`src/logic/player_defines.svh`:
```
`ifndef PLAYER_DEFINES_SVH
`define PLAYER_DEFINES_SVH

// ============================================================
// Data path widths
// ============================================================
`define PLAYER_SAMPLE_W 16  // One audio sample
`define PLAYER_WORD_W   32  // Flash word of two samples
`define PLAYER_ADDR_W   23  // Flash word address

// Last word of the sample region and wrap point in both directions
`define PLAYER_LAST_WORD 23'h7FFFF

// ============================================================
// Sample period in clk cycles
// ============================================================
`define PLAYER_PERIOD_W    16
`define PLAYER_BASE_PERIOD 64  // Scaled down for simulation
`define PLAYER_SPEED_STEP  8   // Change per speed event
`define PLAYER_MIN_PERIOD  32  // Fastest playback
`define PLAYER_MAX_PERIOD  128 // Slowest playback

`endif

```
`src/logic/player_pkg.sv`:
```
`include "player_defines.svh"

package player_pkg;

  // Playback commands from the keyboard
  typedef enum logic [2:0] {
    cmd_play,
    cmd_pause,
    cmd_forward,
    cmd_backward,
    cmd_restart
  } play_cmd_e;

  typedef enum logic [1:0] {st_idle, st_fetch, st_wait_done} play_state_e;

  typedef enum logic [2:0] {
    rd_idle,
    rd_read,
    rd_wait_data,
    rd_first,
    rd_second
  } reader_state_e;

  // ============================================================
  // Bundled signals
  // ============================================================
  typedef struct packed {logic valid; logic [7:0] ascii;} kbd_byte_t;
  typedef struct packed {logic faster; logic slower; logic restore;} speed_evt_t;

  typedef struct packed {
    logic                      valid;
    logic [`PLAYER_ADDR_W-1:0] addr;
    logic                      reverse; // High half goes out first
  } fetch_req_t;

  typedef struct packed {logic read; logic [`PLAYER_ADDR_W-1:0] addr;} flash_req_t;

  typedef struct packed {
    logic                      waitrequest;
    logic [`PLAYER_WORD_W-1:0] readdata;
    logic                      readdatavalid;
  } flash_rsp_t;

  typedef struct packed {logic valid; logic [`PLAYER_SAMPLE_W-1:0] sample;} audio_out_t;

endpackage

```
`src/logic/key_command_decoder.sv`:
```
`include "player_defines.svh"

module key_command_decoder (
  input  logic                  clk,
  input  logic                  reset,
  input  player_pkg::kbd_byte_t kbd,
  output player_pkg::play_cmd_e cmd,
  output logic                  cmd_valid
);

  player_pkg::play_cmd_e dec_cmd;
  logic                  dec_hit;

  // Letter match in either case
  always_comb begin
    dec_hit = 1'b1;
    dec_cmd = player_pkg::cmd_pause;
    case (kbd.ascii)
      8'h45, 8'h65: dec_cmd = player_pkg::cmd_play;     // E e
      8'h44, 8'h64: dec_cmd = player_pkg::cmd_pause;    // D d
      8'h46, 8'h66: dec_cmd = player_pkg::cmd_forward;  // F f
      8'h42, 8'h62: dec_cmd = player_pkg::cmd_backward; // B b
      8'h52, 8'h72: dec_cmd = player_pkg::cmd_restart;  // R r
      default:      dec_hit = 1'b0;
    endcase
  end

  always_ff @(posedge clk or posedge reset) begin
    if (reset) begin
      cmd_valid <= 1'b0;
    end else begin
      cmd_valid <= kbd.valid && dec_hit;
    end
  end

  always_ff @(posedge clk) begin
    if (kbd.valid && dec_hit) begin
      cmd <= dec_cmd; // Held until the next accepted letter
    end
  end

endmodule

```
`src/logic/sample_rate_ctrl.sv`:
```
`include "player_defines.svh"

module sample_rate_ctrl (
  input  logic                   clk,
  input  logic                   reset,
  input  player_pkg::speed_evt_t speed,
  output logic                   sample_tick
);

  localparam logic [`PLAYER_PERIOD_W-1:0] base_period = `PLAYER_BASE_PERIOD;
  localparam logic [`PLAYER_PERIOD_W-1:0] speed_step  = `PLAYER_SPEED_STEP;
  localparam logic [`PLAYER_PERIOD_W-1:0] min_period  = `PLAYER_MIN_PERIOD;
  localparam logic [`PLAYER_PERIOD_W-1:0] max_period  = `PLAYER_MAX_PERIOD;

  logic [`PLAYER_PERIOD_W-1:0] period_q; // Cycles between ticks
  logic [`PLAYER_PERIOD_W-1:0] count_q;

  // ============================================================
  // Period register
  // ============================================================
  // Restore wins over faster, faster wins over slower
  always_ff @(posedge clk or posedge reset) begin
    if (reset) begin
      period_q <= base_period;
    end else if (speed.restore) begin
      period_q <= base_period;
    end else if (speed.faster) begin
      if (period_q < min_period + speed_step) begin
        period_q <= min_period; // Clamp at fastest
      end else begin
        period_q <= period_q - speed_step;
      end
    end else if (speed.slower) begin
      if (period_q > max_period - speed_step) begin
        period_q <= max_period; // Clamp at slowest
      end else begin
        period_q <= period_q + speed_step;
      end
    end
  end

  // ============================================================
  // Tick generator
  // ============================================================
  // Counts period-1 down to zero, so ticks are exactly period_q apart.
  // The reload picks up whatever period is current at the tick.
  always_ff @(posedge clk or posedge reset) begin
    if (reset) begin
      count_q     <= base_period - 1'b1;
      sample_tick <= 1'b0;
    end else if (count_q == '0) begin
      count_q     <= period_q - 1'b1;
      sample_tick <= 1'b1;
    end else begin
      count_q     <= count_q - 1'b1;
      sample_tick <= 1'b0;
    end
  end

endmodule

```
`src/logic/playback_addr_ctrl.sv`:
```
`include "player_defines.svh"

module playback_addr_ctrl (
  input  logic                   clk,
  input  logic                   reset,
  input  player_pkg::play_cmd_e  cmd,
  input  logic                   cmd_valid,
  input  logic                   word_done,
  output player_pkg::fetch_req_t fetch
);

  localparam logic [`PLAYER_ADDR_W-1:0] last_word = `PLAYER_LAST_WORD;

  player_pkg::play_state_e   state;
  logic                      playing;
  logic                      reverse;
  logic                      restart_pend;
  logic                      fetch_rev;   // Direction taken at fetch decision
  logic                      take_fetch;
  logic [`PLAYER_ADDR_W-1:0] addr;

  assign take_fetch = (state == player_pkg::st_idle) && playing;

  // ============================================================
  // Command flags
  // ============================================================
  always_ff @(posedge clk or posedge reset) begin
    if (reset) begin
      playing      <= 1'b0;
      reverse      <= 1'b0;
      restart_pend <= 1'b0;
    end else begin
      if (take_fetch) begin
        restart_pend <= 1'b0; // Consumed by this fetch
      end
      if (cmd_valid) begin
        case (cmd)
          player_pkg::cmd_play:     playing      <= 1'b1;
          player_pkg::cmd_pause:    playing      <= 1'b0;
          player_pkg::cmd_forward:  reverse      <= 1'b0;
          player_pkg::cmd_backward: reverse      <= 1'b1;
          player_pkg::cmd_restart:  restart_pend <= 1'b1;
          default: ;
        endcase
      end
    end
  end

  // ============================================================
  // Fetch FSM and word address
  // ============================================================
  always_ff @(posedge clk or posedge reset) begin
    if (reset) begin
      state     <= player_pkg::st_idle;
      addr      <= '0;
      fetch_rev <= 1'b0;
    end else begin
      case (state)
        player_pkg::st_idle: begin
          if (take_fetch) begin
            state     <= player_pkg::st_fetch;
            fetch_rev <= reverse;
            if (restart_pend) begin
              addr <= reverse ? last_word : '0; // Start of current direction
            end
          end
        end
        player_pkg::st_fetch: state <= player_pkg::st_wait_done;
        player_pkg::st_wait_done: begin
          if (word_done) begin
            state <= player_pkg::st_idle;
            if (reverse) begin
              addr <= (addr == '0) ? last_word : addr - 1'b1;
            end else begin
              addr <= (addr == last_word) ? '0 : addr + 1'b1;
            end
          end
        end
        default: state <= player_pkg::st_idle;
      endcase
    end
  end

  assign fetch.valid   = (state == player_pkg::st_fetch);
  assign fetch.addr    = addr;
  assign fetch.reverse = fetch_rev;

endmodule

```
`src/logic/flash_sample_reader.sv`:
```
`include "player_defines.svh"

module flash_sample_reader (
  input  logic                   clk,
  input  logic                   reset,
  input  player_pkg::fetch_req_t fetch,
  input  logic                   sample_tick,
  output player_pkg::flash_req_t flash_req,
  input  player_pkg::flash_rsp_t flash_rsp,
  output player_pkg::audio_out_t audio,
  output logic                   word_done
);

  player_pkg::reader_state_e    state;
  logic [`PLAYER_ADDR_W-1:0]    rd_addr;
  logic                         rd_rev;
  logic [`PLAYER_WORD_W-1:0]    data_q;
  logic                         audio_valid;
  logic [`PLAYER_SAMPLE_W-1:0]  sample_q;
  logic [`PLAYER_SAMPLE_W-1:0]  low_half;
  logic [`PLAYER_SAMPLE_W-1:0]  high_half;
  logic                         tick_first;
  logic                         tick_second;

  assign low_half    = data_q[`PLAYER_SAMPLE_W-1:0];
  assign high_half   = data_q[`PLAYER_WORD_W-1:`PLAYER_SAMPLE_W];
  assign tick_first  = (state == player_pkg::rd_first) && sample_tick;
  assign tick_second = (state == player_pkg::rd_second) && sample_tick;

  // ============================================================
  // Read handshake and sample sequencing
  // ============================================================
  always_ff @(posedge clk or posedge reset) begin
    if (reset) begin
      state       <= player_pkg::rd_idle;
      audio_valid <= 1'b0;
      word_done   <= 1'b0;
    end else begin
      audio_valid <= 1'b0;
      word_done   <= 1'b0;
      case (state)
        player_pkg::rd_idle: begin
          if (fetch.valid) state <= player_pkg::rd_read;
        end
        player_pkg::rd_read: begin
          // Request accepted once waitrequest drops
          if (!flash_rsp.waitrequest) state <= player_pkg::rd_wait_data;
        end
        player_pkg::rd_wait_data: begin
          if (flash_rsp.readdatavalid) state <= player_pkg::rd_first;
        end
        player_pkg::rd_first: begin
          if (sample_tick) begin
            audio_valid <= 1'b1;
            state       <= player_pkg::rd_second;
          end
        end
        player_pkg::rd_second: begin
          if (sample_tick) begin
            audio_valid <= 1'b1;
            word_done   <= 1'b1; // Word finished with this sample
            state       <= player_pkg::rd_idle;
          end
        end
        default: state <= player_pkg::rd_idle;
      endcase
    end
  end

  // Address, word and sample payload
  always_ff @(posedge clk) begin
    if ((state == player_pkg::rd_idle) && fetch.valid) begin
      rd_addr <= fetch.addr;
      rd_rev  <= fetch.reverse;
    end
    if ((state == player_pkg::rd_wait_data) && flash_rsp.readdatavalid) begin
      data_q <= flash_rsp.readdata;
    end
    if (tick_first) sample_q <= rd_rev ? high_half : low_half;
    if (tick_second) sample_q <= rd_rev ? low_half : high_half;
  end

  assign flash_req.read = (state == player_pkg::rd_read); // Held until accepted
  assign flash_req.addr = rd_addr;
  assign audio.valid    = audio_valid;
  assign audio.sample   = sample_q;

endmodule

```
`src/logic/audio_player_top.sv`:
```
module audio_player_top (
  input  logic                   clk,
  input  logic                   reset,
  input  player_pkg::kbd_byte_t  kbd,
  input  player_pkg::speed_evt_t speed,
  output player_pkg::flash_req_t flash_req,
  input  player_pkg::flash_rsp_t flash_rsp,
  output player_pkg::audio_out_t audio
);

  player_pkg::play_cmd_e  cmd;
  logic                   cmd_valid;
  logic                   sample_tick;
  player_pkg::fetch_req_t fetch;
  logic                   word_done;

  // ============================================================
  // Input side
  // ============================================================
  key_command_decoder u_key_command_decoder (
    .clk       (clk),
    .reset     (reset),
    .kbd       (kbd),
    .cmd       (cmd),
    .cmd_valid (cmd_valid)
  );

  sample_rate_ctrl u_sample_rate_ctrl (
    .clk         (clk),
    .reset       (reset),
    .speed       (speed),
    .sample_tick (sample_tick)
  );

  // Address sequencing
  playback_addr_ctrl u_playback_addr_ctrl (
    .clk       (clk),
    .reset     (reset),
    .cmd       (cmd),
    .cmd_valid (cmd_valid),
    .word_done (word_done),
    .fetch     (fetch)
  );

  // Output side with flash port and samples
  flash_sample_reader u_flash_sample_reader (
    .clk         (clk),
    .reset       (reset),
    .fetch       (fetch),
    .sample_tick (sample_tick),
    .flash_req   (flash_req),
    .flash_rsp   (flash_rsp),
    .audio       (audio),
    .word_done   (word_done)
  );

endmodule

```
`config.mk`:
```
export PLATFORM = sky130hd
export DESIGN_NAME = audio_player_top
export DESIGN_NICKNAME = d
export VERILOG_FILES = /design/src/logic/player_pkg.sv /design/src/logic/key_command_decoder.sv /design/src/logic/sample_rate_ctrl.sv /design/src/logic/playback_addr_ctrl.sv /design/src/logic/flash_sample_reader.sv /design/src/logic/audio_player_top.sv
export VERILOG_INCLUDE_DIRS = /design/src /design/src/logic
export SDC_FILE = /design/constraint.sdc
export NUM_CORES = 1
export LEC_CHECK = 0
export ABC_CLOCK_PERIOD_IN_PS = 4500
export BUFFER_PORTS_ARGS = -buffer_cell sky130_fd_sc_hd__buf_2
export CORE_MARGIN = 1
export CORE_UTILIZATION = 52
export DETAILED_ROUTE_END_ITERATION = 10
export HOLD_SLACK_MARGIN = 0.15
export PLACE_DENSITY = 0.76
export SYNTH_ARGS = -nofsm -noshare
export SYNTH_HDL_FRONTEND = slang
export SYNTH_SLANG_ARGS = --single-unit
```
`constraint.sdc`:
```
create_clock -name clk -period 4.5 [get_ports clk]
set_input_delay 0 -clock clk [delete_from_list [all_inputs] [get_ports clk]]
set_output_delay 0 -clock clk [all_outputs]
set_load 0.05 [all_outputs]
```
==> key figures <==
STA
  • Setup_tns: 0 ps
  • Pins over their slew limit: 0
  • Worst Hold Margin: 279 ps
  • Worst Skew: 9.10 ps
  • Final Cycle Share: 0.694
  • Final Critical Period: 3130 ps
  • Final setup viols: 0
  • Max Fclk: 320 MHz
  • Relative slew slack: 0.296
  • Final setup margin: 1370 ps
  • RSZ-0062 raised after global routing: false
  • Final hold vios: 0
  • Slew at the pin closest to its max-slew limit: 1050 ps

Clock network
  • Clock buffer count from CTS: 17
  • Maximum buffer depth of the clock tree: 2
  • CTS tree: done
  • Clock slew at reported path FFs: 60 ps
  • CTS Root Cell: clkbuf_16
  • CTS HTree Levels: 4
  • Post-CTS sizing: 0
  • # clock sinks: 140
  • Later-pin clock latency in the skew report: 430 ps

Floorplan
  • Die width: 117 um
  • Core ar.: 12800 um2
  • DIE AREA: 13800 um2
  • Top Ports: 89
  • DIE HEIGHT: 117 um
  • Starting Density: 0.540
  • Site row count: 41

Pwr
  • Flop pwr share: 0.462
  • Switching fraction of total power: 0.274
  • Sw Pwr: 952 uW
  • Total power: 3.47 mW
  • Peak supply drop: 0.258 mV
  • Pleak: 3.49 nW
  • PwrDens: 406 nW/um2
  • Combinational share of power: 0.153
  • Clock power frac: 0.385
  • Int Pwr: 2.52 mW

Synth
  • Syn_area_per_cell: 10.7 um2
  • Cell taking the most area after synthesis: edfxtp_1
  • Post-synth top flop: edfxtp_1
  • Ys async rst share: 0.464
  • Number of synthesized flops with an enable pin: 75
  • Seq/Total Area, Yosys: 0.561
  • Gate Count Post-Synth: 646
  • Syn_nets: 700
  • Ys Warns: 0
  • FF+latch count, synth: 140
  • Synth area leaders: edfxtp_1 (32%), dfrtp_1 (21%), o21ai_0 (3.2%)
  • Cell variety after synth: 64
  • Post-synthesis cell area: 6930 um2
  • Post-synth top area share: 0.325

Place
  • Port Buf Inserts: 87
  • Pre-CTS setup slack: 1490 ps
  • Post-DP HPWL: 9.99 mm
  • Final GP Congestion: 0.909
  • Area after DPL: 7480 um2

Critical path
  • Crit-path max cell delay: 600 ps
  • Critical Path AT: 3490 ps
  • CP endpoint: u_sample_rate_ctrl.period_q[5]
  • Crit path from: u_sample_rate_ctrl.period_q[11]
  • FF-to-FF End: u_sample_rate_ctrl.period_q[5]
  • R2R Path Start: u_sample_rate_ctrl.period_q[11]
  • Worst Path Max Fanout: 11
  • CP Launch Type: flip-flop
  • Most frequent CP cell: or4_4
  • Critical-path cell list: or4_4 -> or4_4 -> o31a_1 -> a311oi_1 -> o22a_1 -> dlygate4sd3_1
  • Flop2flop setup slack: 1370 ps
  • Worst path required time: 4870 ps
  • Setup Crit Path Kind: reg2reg
  • Reg2reg path depth: 6
  • Slowest CP cell: or4_4
  • Nature of the critical path endpoint: flip-flop

Global route
  • Antenna violations before repair: 0
  • Vias in the first global route: 5452
  • First-pass GRT wire length: 25.9 mm
  • GRT Total Usage: 0.239
  • Grt ovf: 0
  • Largest net degree at the start of global routing: 66

Status
  • Result of the run: finished clean

Cells and area
  • Synthesis-to-finish area growth: 23.5%
  • Most frequent cells in the layout: buf_2 (87), edfxtp_1 (75), dfrtp_1 (58), nor2_1 (54), dlygate4sd3_1 (50)
  • Share of layout cells above drive strength 1: 0.207
  • Ant. Diodes: 0
  • Most common cell after layout, fill and taps aside: buf_2
  • Nets: 825
  • Final instance area: 8560 um2

Detailed routing
  • Final wirelength: 15.8 mm
  • First-pass DRT Iterations: 8
  • Vias per cell: 5.87
  • Per-cell routed wire length: 16.5 um
  • DRT iter0 DRCs: 488
  • Vias after detailed routing: 5612
  • Residual DRC count: 0
  • Detail Route Antenna Nets: 0

Hold path
  • Min-Delay Path Class: in2reg

Flow run
  • Max-cap violations: 0
==> sequential cells by signal, summed over array words and instances, names as in the netlist, 2 cells and up <==
register,count
u_flash_sample_reader.data_q,32
u_flash_sample_reader.rd_addr,23
u_flash_sample_reader.sample_q,16
u_flash_sample_reader.state,3
u_key_command_decoder.cmd,3
u_playback_addr_ctrl.addr,23
u_playback_addr_ctrl.state,2
u_sample_rate_ctrl.count_q,16
u_sample_rate_ctrl.period_q,13
==> routing by layer <==
layer / global-route usage / wire length (um) / vias up
met5: 0 / 0 / -
met4: 0.131 / 484 / 0
met3: 0.0543 / 841 / 39
met2: 0.400 / 8050 / 214
met1: 0.287 / 6440 / 2667
li1: - / - / 2692
==> worst max-delay path, delay by kind of cell (launching register included) <==
family / cells / cell delay (ps)
buffers and inverters: 1 / 540
and+or+nand+nor: 2 / 1190
DFF: 1 / 490
AOI/OAI and AO/OA: 3 / 840
==> power by group through the flow <==
stage | combinational, mW | sequential [mW] | clock, mW
after CTS | 0.525 | 1.60 | 1.35
after floorplan | 0.416 | 1.57 | 0
final | 0.533 | 1.60 | 1.34
after detailed placement | 0.485 | 1.62 | 0
after global placement | 0.458 | 1.61 | 0
after global routing | 0.593 | 1.62 | 1.41
==> metrics by stage <==
stage                     utilization  std cells
after floorplan                     -        646
after CTS                       0.667        956
after global placement          0.584        874
after detailed placement        0.584        874
after global routing            0.667        956
final                           0.667        956
==> cell families (layout without fill, tap and decap cells) <==
logic type | Yosys count | in the layout | synth area share
adder cells (fa/ha/maj) | 6 | 6 | 0.0108
flip-flops | 140 | 140 | 0.561
multiplexers | 22 | 22 | 0.0352
AO/OA/AOI/OAI | 175 | 175 | 0.162
buffers and inverters | 60 | 198 | 0.0354
XOR/XNOR | 28 | 28 | 0.0354
AND/OR/NAND/NOR | 215 | 215 | 0.160
==> worst min path at each step <==
stage | cells after the start | end | start | slack (ps)
floorplan | 0 | u_flash_sample_reader.data_q[0] | flash_rsp[1] | 100
global route | 2 | u_flash_sample_reader.data_q[25] | flash_rsp[26] | 280
CTS | 2 | u_flash_sample_reader.data_q[18] | flash_rsp[19] | 260
global placement | 1 | u_flash_sample_reader.data_q[7] | flash_rsp[8] | 180
finish | 2 | u_flash_sample_reader.data_q[14] | flash_rsp[15] | 280
detailed placement | 1 | u_flash_sample_reader.data_q[12] | flash_rsp[13] | 180
==> synth_stat cells (all sizes together) (11+ instances only) <==
master  instances
a21oi          41
a31oi          15
clkbuf         32
dfrtp          58
edfxtp         75
inv            22
mux2           19
nand2          39
nand3          27
nor2           54
nor3           22
nor4           11
o21ai          46
xnor2          17
xor2           11
==> area by class of cell <==
cell class,instances,area [um2]
sequential,140,3890
inverter,22,82.6
clock buffer,22,484
clock inverter,10,88.8
tap,172,215
fill,965,4270
timing repair buffer,144,988
multi-input combinational,446,2810
==> what timing repair did <==
item | 4_1_cts | 5_1_grt
endpoints found under the setup margin | 0 | 0
hold buffers | 50 | 0
endpoints found under the hold margin | 112 | 0
setup buffers | 0 | 0
Power figures use the tool's default switching activity.
